### src/logic/mapper_pkg.sv
package mapper_pkg;

    // widths of the bank registers and the external address
    localparam int BANK_W     = 10;
    localparam int ROM_EXT_W  = 9;
    localparam int RAM_EXT_W  = 4;
    localparam int ADDR_EXT_W = 7;

    // Bandai 2001 ports
    localparam logic [7:0] REG_LINEAR_OFF = 8'hC0;
    localparam logic [7:0] REG_RAM_BANK   = 8'hC1;
    localparam logic [7:0] REG_ROM_BANK0  = 8'hC2;
    localparam logic [7:0] REG_ROM_BANK1  = 8'hC3;

    // Bandai 2003 ports
    localparam logic [7:0] REG_MEM_CTRL    = 8'hCE;
    localparam logic [7:0] REG_RAM_BANK_L  = 8'hD0;
    localparam logic [7:0] REG_RAM_BANK_H  = 8'hD1;
    localparam logic [7:0] REG_ROM_BANK0_L = 8'hD2;
    localparam logic [7:0] REG_ROM_BANK0_H = 8'hD3;
    localparam logic [7:0] REG_ROM_BANK1_L = 8'hD4;
    localparam logic [7:0] REG_ROM_BANK1_H = 8'hD5;

    // nileswan extension ports
    localparam logic [7:0] REG_POW_CNT      = 8'hE2;
    localparam logic [7:0] REG_BANK_MASK_LO = 8'hE4;
    localparam logic [7:0] REG_BANK_MASK_HI = 8'hE5;
    localparam logic [7:0] REG_EMU_CNT      = 8'hE6;

    // flash command bytes
    localparam logic [7:0] FLASH_UNLOCK1          = 8'hAA;
    localparam logic [7:0] FLASH_UNLOCK2          = 8'h55;
    localparam logic [7:0] FLASH_CMD_FAST         = 8'h20;
    localparam logic [7:0] FLASH_CMD_PROGRAM      = 8'hA0;
    localparam logic [7:0] FLASH_CMD_ERASE_SECTOR = 8'h30;
    localparam logic [7:0] FLASH_CMD_ERASE_CHIP   = 8'h10;
    localparam logic [7:0] FLASH_CMD_FAST_EXIT    = 8'h90;
    // writing this to POW_CNT works even while the extension is locked
    localparam logic [7:0] POW_UNLOCK             = 8'hFD;

    localparam logic [BANK_W-1:0]    BANK_RESET     = '1;
    localparam logic [7:0]           LINEAR_RESET   = 8'hFF;
    localparam logic [ROM_EXT_W-1:0] ROM_MASK_RESET = 9'h1FF;
    localparam logic [RAM_EXT_W-1:0] RAM_MASK_RESET = 4'hF;

    // one sampled cartridge access, strobes active low
    typedef struct packed {
        logic       sel_n;
        logic       oe_n;
        logic       we_n;
        logic       io_n;
        logic [3:0] addr_hi;
        logic [8:0] addr_lo;
        logic [7:0] wdata;
    } cart_bus_t;

    typedef struct packed {
        logic psram1_sel_n;
        logic psram2_sel_n;
        logic sram_sel_n;
        logic psram_lb_n;
        logic psram_ub_n;
    } mem_sel_t;

    typedef struct packed {
        logic [BANK_W-1:0]    ram_bank;
        logic [BANK_W-1:0]    rom0_bank;
        logic [BANK_W-1:0]    rom1_bank;
        logic [7:0]           linear_off;
        logic [ROM_EXT_W-1:0] rom_mask;
        logic [RAM_EXT_W-1:0] ram_mask;
        logic                 apply_rom0;
        logic                 apply_rom1;
        logic                 apply_ram;
        logic                 self_flash;
        logic                 enable_sram;
    } bank_state_t;

    typedef struct packed {
        logic rom_space;
        logic ram_space;
        logic in_ram_area;
        logic psram1_hit;
        logic psram2_hit;
        logic sram_hit;
    } region_t;

    typedef enum logic [2:0] {
        WAIT_AA,
        WAIT_55,
        CMD,
        FAST,
        FAST_WRITE,
        SINGLE_WRITE,
        ERASE
    } flash_state_e;

endpackage
### src/logic/cart_mapper.sv
`timescale 1ns/100ps

module cart_mapper (
    input  logic                                SClk,
    input  logic                                rst_n,
    input  mapper_pkg::cart_bus_t               bus,
    output mapper_pkg::mem_sel_t                mem,
    output logic [mapper_pkg::ADDR_EXT_W-1:0]   addr_ext,
    output logic [7:0]                          rdata,
    output logic                                rdata_oe
);

    mapper_pkg::bank_state_t bank;
    mapper_pkg::region_t     region;
    logic                    flash_emu_enabled;
    logic [7:0]              reg_rdata;
    logic                    reg_ack;
    logic                    pass_read;
    logic                    pass_write;
    logic [7:0]              catch_val;

    cart_regs u_regs (
        .SClk              (SClk),
        .rst_n             (rst_n),
        .bus               (bus),
        .bank              (bank),
        .flash_emu_enabled (flash_emu_enabled),
        .reg_rdata         (reg_rdata),
        .reg_ack           (reg_ack)
    );

    bank_decode u_decode (
        .bus      (bus),
        .bank     (bank),
        .region   (region),
        .addr_ext (addr_ext)
    );

    flash_emu u_flash (
        .SClk              (SClk),
        .rst_n             (rst_n),
        .bus               (bus),
        .region            (region),
        .flash_emu_enabled (flash_emu_enabled),
        .pass_read         (pass_read),
        .pass_write        (pass_write),
        .catch_val         (catch_val)
    );

    bus_response u_resp (
        .bus        (bus),
        .region     (region),
        .pass_read  (pass_read),
        .pass_write (pass_write),
        .catch_val  (catch_val),
        .reg_rdata  (reg_rdata),
        .reg_ack    (reg_ack),
        .mem        (mem),
        .rdata      (rdata),
        .rdata_oe   (rdata_oe)
    );

endmodule

### src/logic/bus_response.sv
`timescale 1ns/100ps

module bus_response (
    input  mapper_pkg::cart_bus_t bus,
    input  mapper_pkg::region_t   region,
    input  logic                  pass_read,
    input  logic                  pass_write,
    input  logic [7:0]            catch_val,
    input  logic [7:0]            reg_rdata,
    input  logic                  reg_ack,
    output mapper_pkg::mem_sel_t  mem,
    output logic [7:0]            rdata,
    output logic                  rdata_oe
);

    logic mem_access;
    logic psram_hit;
    logic psram_ok;
    logic io_read;
    logic catch_read;

    assign mem_access = ~bus.sel_n & bus.io_n;
    assign psram_hit  = region.psram1_hit | region.psram2_hit;

    // flash emulation can hold back either direction
    assign psram_ok = mem_access &
        ((~bus.oe_n & pass_read) | (~bus.we_n & pass_write));

    always_comb begin
        mem.psram1_sel_n = ~(psram_ok & region.psram1_hit);
        mem.psram2_sel_n = ~(psram_ok & region.psram2_hit);
        mem.sram_sel_n   = ~(mem_access & region.sram_hit & (~bus.oe_n | ~bus.we_n));
        // byte lanes only split inside the RAM window
        mem.psram_lb_n   = region.in_ram_area & bus.addr_lo[0];
        mem.psram_ub_n   = region.in_ram_area & ~bus.addr_lo[0];
    end

    assign io_read    = ~bus.sel_n & ~bus.io_n & ~bus.oe_n & reg_ack;
    assign catch_read = mem_access & ~bus.oe_n & ~pass_read & psram_hit;

    always_comb begin
        if (io_read) begin
            rdata = reg_rdata;
        end else if (catch_read) begin
            rdata = catch_val;
        end else begin
            rdata = 8'h00;
        end
    end

    assign rdata_oe = io_read | catch_read;

endmodule

### src/logic/flash_emu.sv
`timescale 1ns/100ps

module flash_emu (
    input  logic                  SClk,
    input  logic                  rst_n,
    input  mapper_pkg::cart_bus_t bus,
    input  mapper_pkg::region_t   region,
    input  logic                  flash_emu_enabled,
    output logic                  pass_read,
    output logic                  pass_write,
    output logic [7:0]            catch_val
);

    mapper_pkg::flash_state_e state;
    logic                     step;

    // only memory writes that land in PSRAM drive the command sequence
    assign step = ~bus.sel_n & ~bus.we_n & bus.io_n & (region.psram1_hit | region.psram2_hit);

    always_ff @(posedge SClk or negedge rst_n) begin
        if (!rst_n) begin
            state <= mapper_pkg::WAIT_AA;
        end else if (step) begin
            case (state)
                mapper_pkg::WAIT_AA:
                    if (bus.wdata == mapper_pkg::FLASH_UNLOCK1) state <= mapper_pkg::WAIT_55;
                mapper_pkg::WAIT_55:
                    if (bus.wdata == mapper_pkg::FLASH_UNLOCK2) state <= mapper_pkg::CMD;
                    else state <= mapper_pkg::WAIT_AA;
                mapper_pkg::CMD: begin
                    case (bus.wdata)
                        mapper_pkg::FLASH_CMD_FAST:         state <= mapper_pkg::FAST;
                        mapper_pkg::FLASH_CMD_PROGRAM:      state <= mapper_pkg::SINGLE_WRITE;
                        mapper_pkg::FLASH_CMD_ERASE_SECTOR,
                        mapper_pkg::FLASH_CMD_ERASE_CHIP:   state <= mapper_pkg::ERASE;
                        default:                            state <= mapper_pkg::WAIT_AA;
                    endcase
                end
                mapper_pkg::FAST: begin
                    if (bus.wdata == mapper_pkg::FLASH_CMD_PROGRAM)
                        state <= mapper_pkg::FAST_WRITE;
                    else if (bus.wdata == mapper_pkg::FLASH_CMD_FAST_EXIT)
                        state <= mapper_pkg::WAIT_AA;
                end
                mapper_pkg::FAST_WRITE:   state <= mapper_pkg::FAST;
                mapper_pkg::SINGLE_WRITE: state <= mapper_pkg::WAIT_AA;
                mapper_pkg::ERASE:
                    if (bus.wdata == mapper_pkg::FLASH_UNLOCK1) state <= mapper_pkg::WAIT_55;
                    else state <= mapper_pkg::WAIT_AA;
                default: state <= mapper_pkg::WAIT_AA;
            endcase
        end
    end

    // fast mode and erase hide the RAM window contents
    assign pass_read = ~flash_emu_enabled | ~region.in_ram_area |
        (state != mapper_pkg::FAST && state != mapper_pkg::ERASE);
    assign pass_write = ~flash_emu_enabled | ~region.in_ram_area |
        (state == mapper_pkg::SINGLE_WRITE || state == mapper_pkg::FAST_WRITE);

    // erased flash reads as all ones
    assign catch_val = (state == mapper_pkg::ERASE) ? 8'hFF : 8'h00;

endmodule

### src/logic/bank_decode.sv
`timescale 1ns/100ps

module bank_decode (
    input  mapper_pkg::cart_bus_t                 bus,
    input  mapper_pkg::bank_state_t               bank,
    output mapper_pkg::region_t                   region,
    output logic [mapper_pkg::ADDR_EXT_W-1:0]     addr_ext
);

    logic [mapper_pkg::ROM_EXT_W-1:0] rom_fin;
    logic [mapper_pkg::ROM_EXT_W-1:0] rom_masked;
    logic [mapper_pkg::RAM_EXT_W-1:0] ram_masked;
    logic                             rom_space;
    logic                             ram_space;
    logic                             in_ram_area;
    logic                             apply_mask;

    // window selection by addr_hi
    always_comb begin
        rom_fin     = '0;
        rom_space   = 1'b0;
        ram_space   = 1'b0;
        in_ram_area = 1'b0;
        apply_mask  = 1'b1;
        case (bus.addr_hi)
            4'h0: begin
            end
            4'h1: begin
                // self_flash turns the RAM window into ROM space
                rom_space   = bank.self_flash;
                ram_space   = ~bank.self_flash;
                in_ram_area = 1'b1;
                rom_fin     = bank.ram_bank[mapper_pkg::ROM_EXT_W-1:0];
                apply_mask  = bank.apply_ram;
            end
            4'h2: begin
                rom_space  = 1'b1;
                rom_fin    = bank.rom0_bank[mapper_pkg::ROM_EXT_W-1:0];
                apply_mask = bank.apply_rom0;
            end
            4'h3: begin
                rom_space  = 1'b1;
                rom_fin    = bank.rom1_bank[mapper_pkg::ROM_EXT_W-1:0];
                apply_mask = bank.apply_rom1;
            end
            default: begin
                // linear area is always masked
                rom_space = 1'b1;
                rom_fin   = {bank.linear_off[4:0], bus.addr_hi};
            end
        endcase
    end

    assign rom_masked = apply_mask ? (rom_fin & bank.rom_mask) : rom_fin;
    // SRAM is always banked through the RAM bank register
    assign ram_masked = apply_mask ? (bank.ram_bank[mapper_pkg::RAM_EXT_W-1:0] & bank.ram_mask)
                                   : bank.ram_bank[mapper_pkg::RAM_EXT_W-1:0];

    always_comb begin
        region.rom_space   = rom_space;
        region.ram_space   = ram_space;
        region.in_ram_area = in_ram_area;
        region.psram1_hit  = rom_space && rom_masked[8:7] == 2'b00;
        region.psram2_hit  = rom_space && rom_masked[8:7] == 2'b01;
        region.sram_hit    = ram_space && !ram_masked[3] && bank.enable_sram;
    end

    // SRAM only decodes the low three bank bits
    assign addr_ext[2:0] = rom_space ? rom_masked[2:0] : ram_masked[2:0];
    assign addr_ext[6:3] = rom_masked[6:3];

endmodule

### src/logic/cart_regs.sv
`timescale 1ns/100ps

module cart_regs (
    input  logic                     SClk,
    input  logic                     rst_n,
    input  mapper_pkg::cart_bus_t    bus,
    output mapper_pkg::bank_state_t  bank,
    output logic                     flash_emu_enabled,
    output logic [7:0]               reg_rdata,
    output logic                     reg_ack
);

    // extension enables from POW_CNT
    logic en_nile;
    logic en_2001;
    logic en_2003;

    logic [7:0] reg_addr;
    logic [7:0] wdata;
    logic       io_write;

    // port number is addr_hi over the low nibble of addr_lo
    assign reg_addr = {bus.addr_hi, bus.addr_lo[3:0]};
    assign wdata    = bus.wdata;
    assign io_write = ~bus.sel_n & ~bus.we_n & ~bus.io_n;

    always_ff @(posedge SClk or negedge rst_n) begin
        if (!rst_n) begin
            bank.ram_bank     <= mapper_pkg::BANK_RESET;
            bank.rom0_bank    <= mapper_pkg::BANK_RESET;
            bank.rom1_bank    <= mapper_pkg::BANK_RESET;
            bank.linear_off   <= mapper_pkg::LINEAR_RESET;
            bank.rom_mask     <= mapper_pkg::ROM_MASK_RESET;
            bank.ram_mask     <= mapper_pkg::RAM_MASK_RESET;
            bank.apply_rom0   <= 1'b1;
            bank.apply_rom1   <= 1'b1;
            bank.apply_ram    <= 1'b1;
            bank.self_flash   <= 1'b0;
            bank.enable_sram  <= 1'b1;
            en_nile           <= 1'b1;
            en_2001           <= 1'b1;
            en_2003           <= 1'b1;
            flash_emu_enabled <= 1'b0;
        end else if (io_write) begin
            case (reg_addr)
                // 2001 ports always reach the low bank bits
                mapper_pkg::REG_LINEAR_OFF: bank.linear_off <= wdata;
                mapper_pkg::REG_RAM_BANK:   bank.ram_bank[7:0] <= wdata;
                mapper_pkg::REG_ROM_BANK0:  bank.rom0_bank[7:0] <= wdata;
                mapper_pkg::REG_ROM_BANK1:  bank.rom1_bank[7:0] <= wdata;

                mapper_pkg::REG_RAM_BANK_L:
                    if (en_2003) bank.ram_bank[7:0] <= wdata;
                mapper_pkg::REG_ROM_BANK0_L:
                    if (en_2003) bank.rom0_bank[7:0] <= wdata;
                mapper_pkg::REG_ROM_BANK1_L:
                    if (en_2003) bank.rom1_bank[7:0] <= wdata;
                mapper_pkg::REG_RAM_BANK_H:
                    if (en_2003) bank.ram_bank[9:8] <= wdata[1:0];
                mapper_pkg::REG_ROM_BANK0_H:
                    if (en_2003) bank.rom0_bank[9:8] <= wdata[1:0];
                mapper_pkg::REG_ROM_BANK1_H:
                    if (en_2003) bank.rom1_bank[9:8] <= wdata[1:0];
                mapper_pkg::REG_MEM_CTRL:
                    if (en_2003) bank.self_flash <= wdata[0];

                mapper_pkg::REG_BANK_MASK_LO:
                    if (en_nile) bank.rom_mask[7:0] <= wdata;
                mapper_pkg::REG_BANK_MASK_HI: begin
                    if (en_nile) begin
                        bank.rom_mask[8] <= wdata[0];
                        bank.apply_rom0  <= wdata[1];
                        bank.apply_rom1  <= wdata[2];
                        bank.apply_ram   <= wdata[3];
                        bank.ram_mask    <= wdata[7:4];
                    end
                end

                mapper_pkg::REG_POW_CNT: begin
                    if (en_nile || wdata == mapper_pkg::POW_UNLOCK) begin
                        en_nile          <= wdata[2];
                        en_2001          <= wdata[3];
                        en_2003          <= wdata[4];
                        bank.enable_sram <= wdata[6];
                    end
                end

                mapper_pkg::REG_EMU_CNT:
                    if (en_nile) flash_emu_enabled <= wdata[2];

                default: begin
                end
            endcase
        end
    end

    always_comb begin
        reg_rdata = 8'h00;
        reg_ack   = 1'b1;
        case (reg_addr)
            mapper_pkg::REG_LINEAR_OFF:  reg_rdata = bank.linear_off;
            mapper_pkg::REG_RAM_BANK:    reg_rdata = bank.ram_bank[7:0];
            mapper_pkg::REG_ROM_BANK0:   reg_rdata = bank.rom0_bank[7:0];
            mapper_pkg::REG_ROM_BANK1:   reg_rdata = bank.rom1_bank[7:0];
            mapper_pkg::REG_RAM_BANK_L:  reg_rdata = bank.ram_bank[7:0];
            mapper_pkg::REG_ROM_BANK0_L: reg_rdata = bank.rom0_bank[7:0];
            mapper_pkg::REG_ROM_BANK1_L: reg_rdata = bank.rom1_bank[7:0];
            mapper_pkg::REG_RAM_BANK_H:  reg_rdata = {6'h00, bank.ram_bank[9:8]};
            mapper_pkg::REG_ROM_BANK0_H: reg_rdata = {6'h00, bank.rom0_bank[9:8]};
            mapper_pkg::REG_ROM_BANK1_H: reg_rdata = {6'h00, bank.rom1_bank[9:8]};
            mapper_pkg::REG_MEM_CTRL:    reg_rdata = {7'h00, bank.self_flash};
            mapper_pkg::REG_BANK_MASK_LO: reg_rdata = bank.rom_mask[7:0];
            mapper_pkg::REG_BANK_MASK_HI: begin
                reg_rdata = {bank.ram_mask, bank.apply_ram, bank.apply_rom1,
                             bank.apply_rom0, bank.rom_mask[8]};
            end
            // bits 0, 1, 5 and 7 are not stored
            mapper_pkg::REG_POW_CNT: begin
                reg_rdata = {1'b0, bank.enable_sram, 1'b0, en_2003, en_2001,
                             en_nile, 2'b00};
            end
            mapper_pkg::REG_EMU_CNT: reg_rdata = {5'h00, flash_emu_enabled, 2'b00};
            default: reg_ack = 1'b0;
        endcase
    end

endmodule

### config.mk
export PLATFORM = sky130hd
export DESIGN_NAME = cart_mapper
export DESIGN_NICKNAME = d
export VERILOG_FILES = /design/src/logic/mapper_pkg.sv /design/src/logic/cart_mapper.sv /design/src/logic/bus_response.sv /design/src/logic/flash_emu.sv /design/src/logic/bank_decode.sv /design/src/logic/cart_regs.sv
export SDC_FILE = /design/constraint.sdc
export NUM_CORES = 1
export LEC_CHECK = 0
export BUFFER_PORTS_ARGS = -buffer_cell sky130_fd_sc_hd__buf_4
export CAP_MARGIN = 15
export CELL_PAD_IN_SITES_DETAIL_PLACEMENT = 0
export CELL_PAD_IN_SITES_GLOBAL_PLACEMENT = 1
export CORE_MARGIN = 3
export CORE_UTILIZATION = 40
export DETAILED_ROUTE_END_ITERATION = 8
export HOLD_SLACK_MARGIN = 0.03
export PLACE_DENSITY_LB_ADDON = 0.1
export REMOVE_ABC_BUFFERS = 1
export SLEW_MARGIN = 20
export SYNTH_ARGS = -nofsm -noshare
export SYNTH_HDL_FRONTEND = slang
export SYNTH_SLANG_ARGS = --single-unit
### constraint.sdc
create_clock -name SClk -period 2.8 [get_ports SClk]
set_clock_uncertainty 0.15 [all_clocks]
set_input_delay 0.56 -clock SClk [delete_from_list [all_inputs] [get_ports SClk]]
set_output_delay 0.56 -clock SClk [all_outputs]
set_load 0.1 [all_outputs]
After elaboration in Yosys (flattened, before gate mapping)
Cells that the tools add are included.
Storage, ports and cells
  register bits: 63
  input bits: 27
  output and inout port bits: 21
  logic and storage cells: 157
Operators by class
  equality and inequality tests: 40
  mux-type cells: 24
  bitwise operators: 41
  reduce and logical (&&, ||, !) cells: 32
Operators with widths (count)
  $eq 8x8->1 const B: 19
  $pmux 8 s12: 1
  $pmux 8 s2: 3
  $pmux 9 s4: 1
  $reduce_and 3->1: 12
  $mux 8: 4
  $and 1x1->1: 20
  $pmux 3 s6: 1
  $eq 8x6->1 const B: 2
  $reduce_or 15->1: 1
  $mux 3: 4
  $not 1->1: 12
  $and 9x9->9: 1
  $eq 3x3->1 const B: 3
  $mux 9: 1
  $pmux 3 s3: 1
  $eq 4x2->1 const B: 2
  $eq 8x5->1 const B: 1
  $eq 8x7->1 const B: 1
  $ne 2x1->1 const B: 4
  $reduce_or 2->1: 4
  $or 1x1->1: 7
  $eq 3x2->1 const B: 2
  $reduce_bool 2->1: 3
  19 further kinds: 27

Depth between registers and ports, before layout
Gate-level depths: netlist (run 1).
  depth after elaboration: 10
  depth in mapped cells: 8
  depth with buffers taken out: 5

By module
Synthesis (run 1) repeated with hierarchy kept, for this count alone.
Unflattened totals
  cell total of the unflattened synthesis: 421
  area total of the unflattened synthesis: 4538.1 µm²
Modules (own cells, without submodules)
  cart_regs: times used 1, cells an instance 260, area each 3304.4 µm², sequential area each 1574.0 µm²
  bank_decode: times used 1, cells an instance 79, area each 558.0 µm², sequential area each 0.0 µm²
  flash_emu: times used 1, cells an instance 49, area each 415.4 µm², sequential area each 75.1 µm²
  bus_response: times used 1, cells an instance 33, area each 260.2 µm², sequential area each 0.0 µm²

Worst setup path after synthesis (run 1)
No wires, ideal clock.
  path kind: input to output
  start point: input port bus[18] in the netlist's numbering
  end point: output port addr_ext[2] in the netlist's numbering
  arrival: 3.558 ns
  data required time: 2.090 ns
  setup slack: -1.468 ns
  stages on the path: 7
  path buffers: 3
  path through: buf_4 nor2b_4 buf_6 clkbuf_1 a32o_1 o21ai_0 o21ai_0
Between the ends
  cells in the longest elaborated chain, start to end: 5
  elaborated cells between the ends (all ways): 11
  those cells by class: eq/ne (3); mux (6); bitwise (1); reduce/logical (1)
Ends and longest elaborated chain
  start: declaration: line cart_mapper.sv:6  | input mapper_pkg::cart_bus_t bus,
  $eq 4x2->1, or another cell as far along: line bank_decode.sv:25  | case (bus.addr_hi)
  $pmux 9 s4: line bank_decode.sv:25
  $and 9x9->9: line bank_decode.sv:54  | assign rom_masked = apply_mask ? (rom_fin & bank.rom_mask) : rom_fin;
  $mux 9: line bank_decode.sv:54
  $mux 3 *: line bank_decode.sv:69  | assign addr_ext[2:0] = rom_space ? rom_masked[2:0] : ram_masked[2:0];
  end: declaration: line cart_mapper.sv:8  | output logic [mapper_pkg::ADDR_EXT_W-1:0] addr_ext,
Mark *: on every way between the ends. The rest lies on a longest branch, timed or not.

Worst setup path in the final report (run 1)
  start point: input port bus[19] in the netlist's numbering
  end point: output port rdata[6]
Between the ends
  cells in the longest elaborated chain, start to end: 10
  elaborated cells between the ends (all ways): 45
  those cells by class: eq/ne (19); mux (9); bitwise (9); reduce/logical (8)
Ends and longest elaborated chain
  $eq 4x2->1, or another cell as far along: line bank_decode.sv:25
  $pmux 9 s4 / $mux 1 (equally long branches): line bank_decode.sv:25
  $and 9x9->9 / $not 1->1 (equally long branches): line bank_decode.sv:54, flash_emu.sv:56
  $mux 9 / $or 1x1->1 (equally long branches): line bank_decode.sv:54, flash_emu.sv:56
  $eq 2x1->1, or another cell as far along: line bank_decode.sv:64  | region.psram2_hit = rom_space && rom_masked[8:7] == 2'b01;
  $logic_and 1x1->1, or another cell as far along: line bank_decode.sv:64
  $or 1x1->1 / $and 1x1->1 (equally long branches): line bus_response.sv:23, bus_response.sv:39
  $and 1x1->1: line bus_response.sv:39  | assign catch_read = mem_access & ~bus.oe_n & ~pass_read & psram_hit;
  $mux 8: line bus_response.sv:44  | end else if (catch_read) begin
  $mux 8 *: line bus_response.sv:42  | if (io_read) begin
  end: declaration: line cart_mapper.sv:9  | output logic [7:0] rdata,
Marked as above.

==> results of run 1 <==
[what timing repair did]
action,4_1_cts,5_1_grt
gates cloned,0,0
resized for setup,76,24
setup endpoints to repair,14,14
pin swaps,15,9
setup buffers,10,3
[critical path, stage by stage]
cell and delay, ns:
buf_4 0.13, nor4b_4 0.28, buf_4 0.17, and2_4 0.15
and3_4 0.19, a31oi_1 0.09, buf_6 0.19, a31oi_4 0.21
buf_12 0.20
[worst min-delay path by stage]
stage	slack, ns	end	cells after the start	from
floorplan	0.11	u_flash.state[0]$_DFFE_PN0P_	0	rst_n
global placement	0.32	u_regs.bank[23]$_DFFE_PN1P_	2	u_regs.bank[23]$_DFFE_PN1P_
detailed placement	0.33	u_regs.bank[23]$_DFFE_PN1P_	2	u_regs.bank[23]$_DFFE_PN1P_
CTS	0.19	u_regs.flash_emu_enabled$_DFFE_PN0P_	1	rst_n
global route	0.18	u_regs.bank[1]$_DFFE_PN0P_	1	rst_n
finish	0.14	u_regs.bank[1]$_DFFE_PN0P_	1	rst_n
[synthesized netlist by cell type (6+ instances only)]
cell type  instances
o21ai_0           16
nor3_1            11
a22oi_1           15
dfstp_2           58
and2_1             6
nand4_1            7
mux2_2            70
buf_2             10
a22o_1             6
nor2b_1            6
nand2_1           33
nand3_1            6
clkbuf_1          14
a21oi_1           10
mux2i_1           15
a31oi_1           15
nor2_1            20
[metal layers]
metal	wire length [µm]	part of all wire, %
met1	6660	46
met2	6820	47
met3	734	5.0
met4	345	2.4
met5	0	0
[cell families after synthesis]
logic type | after synthesis
compound gates | 92
xor+xnor | 3
flops | 63
simple gates | 133
buf+inv | 34
mux | 85
[report_power, final]
group	switching, mW	leakage [nW]	internal, mW	total (mW)
Combinational	0.240	1.62	0.171	0.411
Sequential	0.0119	0.667	0.938	0.950
Clock	0.371	0.110	0.526	0.896
[cell type report]
type / count / area [µm²]
clock inverters: 5 / 81.3
multi-input cells: 313 / 2720
flip-flops and latches: 63 / 1650
fillers: 914 / 4340
clock buffers: 11 / 141
repair buffers: 129 / 1200
inverters: 5 / 18.8
well taps: 136 / 170
[state kept, by name, summed over array words and instances (netlist names)]
register,cells
u_regs.flash_emu_enabled,1
u_flash.state,3
u_regs.en_2003,1
u_regs.bank,56
u_regs.en_nile,1
u_regs.en_2001,1
[metrics by stage]
step / util, % / cells / total power, mW
after global routing: 58.0 / 662 / 2.35
after floorplan: - / 381 / 1.11
final: 58.0 / 662 / 2.26
after CTS: 56.8 / 659 / 2.26
after detailed placement: 50.3 / 633 / 1.33
after global placement: 50.3 / 633 / 1.33
==> impl_metrics.py, run 1 <==
metrics = {
    "run_status": {
        "status": "finished, violations left",
        "violations": "setup timing",
    },
    "die": {
        "rows": 37,
        "core_um2": 10300,
        "io-pin-count": 48,
        "start_util_pct": 41.3,
        "die_w_um": 109,
        "die_area_um2": 11900,
        "die_h_um": 109,
    },
    "cts": {
        "clock_latency_ns": 0.35,
        "ctsHoldBuffers": 0,
        "clock_tree.buffer_depth": 2,
        "cts_root_buffer": "clkbuf_8",
        "path_clk_slew_ns": 0.06,
        "cts.htree.levels": 3,
        "cts_tree": "built",
        "clkSinkCount": 63,
        "numCtsBuffers": 9,
    },
    "setup_path": {
        "crit_required_ns": 2.09,
        "end_kind": "output pin",
        "reg2reg_slack_ns": 0.86,
        "critical_path_arrival_ns": 2.17,
        "r2r-end": "u_flash.state[2]$_DFFE_PN0P_",
        "crit_path_start": "bus[19]",
        "critPathLaunchType": "primary input",
        "reg2reg_depth": 6,
        "setup.worst_path.end": "rdata[6]",
        "cp_max_fo": 7,
        "path_class": "in2out",
        "r2r_start": "u_regs.bank[34]$_DFFE_PN1P_",
    },
    "sta": {
        "worst_slack_ns": -0.0843,
        "period_share_pct": 103,
        "max-slew-margin-rel_pct": 45.2,
        "fin_crit_ns": 2.88,
        "setup-tns-final_ns": -0.402,
        "slew_viol_final": 0,
        "tightestPinTransition_ns": 0.822,
        "hold_viol": 0,
        "fmax_ghz": 0.347,
        "whs_ns": 0.145,
        "setup_viol": 8,
        "rsz0062_at_grt": "true",
    },
    "cells_and_area": {
        "area_growth_pct": 40.6,
        "drive_above_1_share_pct": 62.2,
        "diodes": 0,
        "fin_nets": 548,
        "final_area_um2": 5990,
        "final_common_cell": "buf_4",
        "layout_common_cells": "buf_4, mux2_2, dfstp_2",
    },
    "drt": {
        "vias": 3878,
        "ant_nets": 0,
        "totalWireLength_mm": 14.6,
        "drt_pass1_iterations": 5,
        "dr.first_iter.drc_count": 345,
        "vias_per_cell": 5.86,
        "post-route-drc-count": 0,
        "wl_per_cell_um": 22.0,
    },
    "place": {
        "hpwlAfterDp_mm": 10.2,
        "post-place-ws_ns": -0.252,
        "placed_area_um2": 5190,
        "io_buffers": 42,
        "place.gp.congestion": 0.907,
    },
    "global_route": {
        "grt_pass1_wl_mm": 22.3,
        "grt_antenna_before_repair": 0,
        "grt_usage_pct": 25.4,
        "grt_use_met3_pct": 6.10,
        "gr-total-overflow": 0,
        "grt.busiest_layer": "met2",
        "grt_use_met1_pct": 35.6,
        "grt_pass1_vias": 3824,
        "grt_max_degree": 64,
        "gr-usage-met2_pct": 39.5,
    },
    "logic_synthesis": {
        "avgSynthCellArea_um2": 10.4,
        "synth_cell_types": 69,
        "ys_warn_count": 0,
        "synth-xor-area-share_pct": 0.617,
        "synth_mux_area_share_pct": 22.0,
        "synth_top_family_by_area": "multiplexers",
        "synth_edf_count": 0,
        "synth_cells": 410,
        "yosys_register_bits": 63,
        "synthFlopType": "dfstp_2",
        "synth_top_area_share_pct": 35.8,
        "synth_compound_area_share_pct": 15.7,
        "yosysTopAreaCell": "dfstp_2",
        "yosysSeqAreaShare_pct": 38.7,
        "synthAdderAreaFrac_pct": 0,
        "syn-cell-area_um2": 4260,
        "yosys.area_share.simple_pct": 19.0,
        "synth_top_cells_by_area": "dfstp_2, mux2_2, mux2i_1",
        "synthArstFlopShare_pct": 100,
    },
    "power": {
        "p_leak_nw": 2.40,
        "cellPowerDensity_nw_per_um2": 377,
        "ir_drop_mv": 0.337,
    },
    "worst_hold_path": {
        "hp-class": "in2async",
    },
    "job": {
        "drv_cap": 0,
    },
}
Note: power is estimated with default switching activity, not from simulation.
==> run 2: changes to the inputs <==
--- a/config.mk
+++ b/config.mk
@@ -5,12 +5,13 @@
 export SDC_FILE = /design/constraint.sdc
 export NUM_CORES = 1
 export LEC_CHECK = 0
+export ABC_CLOCK_PERIOD_IN_PS = 2800
 export BUFFER_PORTS_ARGS = -buffer_cell sky130_fd_sc_hd__buf_4
 export CAP_MARGIN = 15
 export CELL_PAD_IN_SITES_DETAIL_PLACEMENT = 0
 export CELL_PAD_IN_SITES_GLOBAL_PLACEMENT = 1
-export CORE_MARGIN = 3
-export CORE_UTILIZATION = 40
+export CORE_MARGIN = 2
+export CORE_UTILIZATION = 47
 export DETAILED_ROUTE_END_ITERATION = 8
 export HOLD_SLACK_MARGIN = 0.03
 export PLACE_DENSITY_LB_ADDON = 0.1
==> impl_metrics.py, run 2 (synthesized netlist as in run 1, its figures left out) <==
metrics = {
    "drt": {
        "post-route-drc-count": 0,
        "wl_per_cell_um": 23.0,
        "dr.first_iter.drc_count": 286,
        "vias": 3847,
        "ant_nets": 0,
        "drt_pass1_iterations": 7,
        "vias_per_cell": 6.24,
        "totalWireLength_mm": 14.2,
    },
    "global_route": {
        "grt_pass1_vias": 3843,
        "grt_pass1_wl_mm": 22.0,
        "grt_max_degree": 64,
        "grt.busiest_layer": "met2",
        "grt_antenna_before_repair": 0,
        "grt_use_met3_pct": 5.55,
        "gr-total-overflow": 0,
        "grt_usage_pct": 29.4,
        "gr-usage-met2_pct": 48.0,
        "grt_use_met1_pct": 40.0,
    },
    "cells_and_area": {
        "drive_above_1_share_pct": 60.5,
        "fin_util_pct": 67.4,
        "top_regs": "u_regs.bank: 56 flops, u_flash.state: 3 flops",
        "layout_common_cells": "buf_4, mux2_2, dfstp_2",
        "diodes": 0,
        "fin_nets": 531,
        "area_growth_pct": 38.6,
        "largest-register": "u_regs.bank",
        "nFillCells": 710,
        "final_common_cell": "buf_4",
        "largest_reg_flops": 56,
    },
    "sta": {
        "rsz0062_at_grt": "true",
        "worst_slack_ns": -0.0790,
        "whs_ns": 0.153,
        "slew_viol_final": 0,
        "period_share_pct": 103,
        "max-slew-margin-rel_pct": 45.7,
        "setup-tns-final_ns": -0.396,
        "tightestPinTransition_ns": 0.815,
        "fin_crit_ns": 2.88,
        "fmax_ghz": 0.347,
        "setup_viol": 8,
        "hold_viol": 0,
    },
    "cts": {
        "path_clk_slew_ns": 0.07,
        "clock_tree.buffer_depth": 2,
        "clock_latency_ns": 0.35,
        "cts_tree": "built",
        "clkSinkCount": 63,
        "cts.htree.levels": 3,
        "numCtsBuffers": 9,
        "cts_root_buffer": "clkbuf_8",
    },
    "setup_path": {
        "critical_path.top_delay_family": "compound AO/OA/AOI/OAI gates",
        "cp_max_fo": 9,
        "critical_path.slowest_cell": "nor4bb_1",
        "crit_required_ns": 2.09,
        "critPathLaunchType": "primary input",
        "slowest_delay_ns": 0.48,
        "end_kind": "output pin",
        "path_class": "in2out",
        "crit_buf_inv": 3,
        "critical_path_arrival_ns": 2.17,
        "crit_chain": "buf_4, buf_12, nor4bb_1, a222oi_1, o2111a_2, a31oi_4, buf_12",
        "cp_common_cell": "buf_12",
    },
    "power": {
        "ir_drop_mv": 0.413,
        "p_leak_nw": 2.34,
        "cellPowerDensity_nw_per_um2": 366,
    },
    "place": {
        "place.gp.congestion": 0.899,
        "io_buffers": 42,
        "post-place-ws_ns": -0.390,
        "hpwlAfterDp_mm": 9.62,
    },
    "die": {
        "io-pin-count": 48,
        "die_area_um2": 9840,
        "die_w_um": 99.2,
        "rows": 34,
        "start_util_pct": 48.6,
        "die_h_um": 99.2,
        "core_um2": 8760,
    },
    "worst_hold_path": {
        "hp-class": "in2async",
    },
    "run_status": {
        "violations": "setup timing",
        "status": "finished, violations left",
    },
    "job": {
        "drv_cap": 0,
    },
}
[run 2: worst paths after layout]
path                       slack, ns  depth (start not counted)                              endpoint                         from
max in group asynchronous       1.81                          1  u_regs.flash_emu_enabled$_DFFE_PN0P_                        rst_n
max reg2reg                     0.85                          6          u_flash.state[1]$_DFFE_PN0P_  u_regs.bank[34]$_DFFE_PN1P_
min reg2reg                     0.36                          2           u_regs.bank[23]$_DFFE_PN1P_  u_regs.bank[23]$_DFFE_PN1P_
min                             0.15                          1            u_regs.bank[1]$_DFFE_PN0P_                        rst_n
max                            -0.08                          7                              rdata[0]                      bus[11]
min in group SClk               0.36                          2           u_regs.bank[23]$_DFFE_PN1P_  u_regs.bank[23]$_DFFE_PN1P_
[run 2: final cells by class]
cell class	instances	area (µm²)	share of cell area [%]
Multi-Input combinational cell	313	2720	46.1
Inverter	5	18.8	0.318
Clock inverter	7	73.8	1.25
Sequential cell	63	1650	27.9
Timing Repair Buffer	112	1180	20.0
Tap cell	108	135	2.29
Clock buffer	9	124	2.10
[run 2: power breakdown]
group	internal [mW]	switching [mW]
Sequential	0.938	0.0240
Combinational	0.164	0.224
Clock	0.412	0.400
Total	1.51	0.648
[run 2: metal layers]
layer	vias up	wire length (µm)	share of wire, %
met3	22	878	6.2
met4	0	281	2.0
met1	1937	6260	44
met5	-	0	0
li1	1737	-	-
met2	151	6750	48
[run 2: through the flow]
step	area, µm²	power, mW	instances
finish	5900	2.16	617
global route	5900	2.23	617
CTS	5770	2.16	615
detailed placement	5090	1.31	591
global placement	5090	1.31	591
floorplan	4110	1.11	381
[run 2: what timing repair did]
| action | CTS | global route |
|---|---|---|
| pin swaps | 15 | 13 |
| gates cloned | 2 | 0 |
| setup endpoints to repair | 18 | 18 |
| setup buffers | 6 | 2 |
| resized for setup | 74 | 31 |
| hold buffers | 0 | 0 |
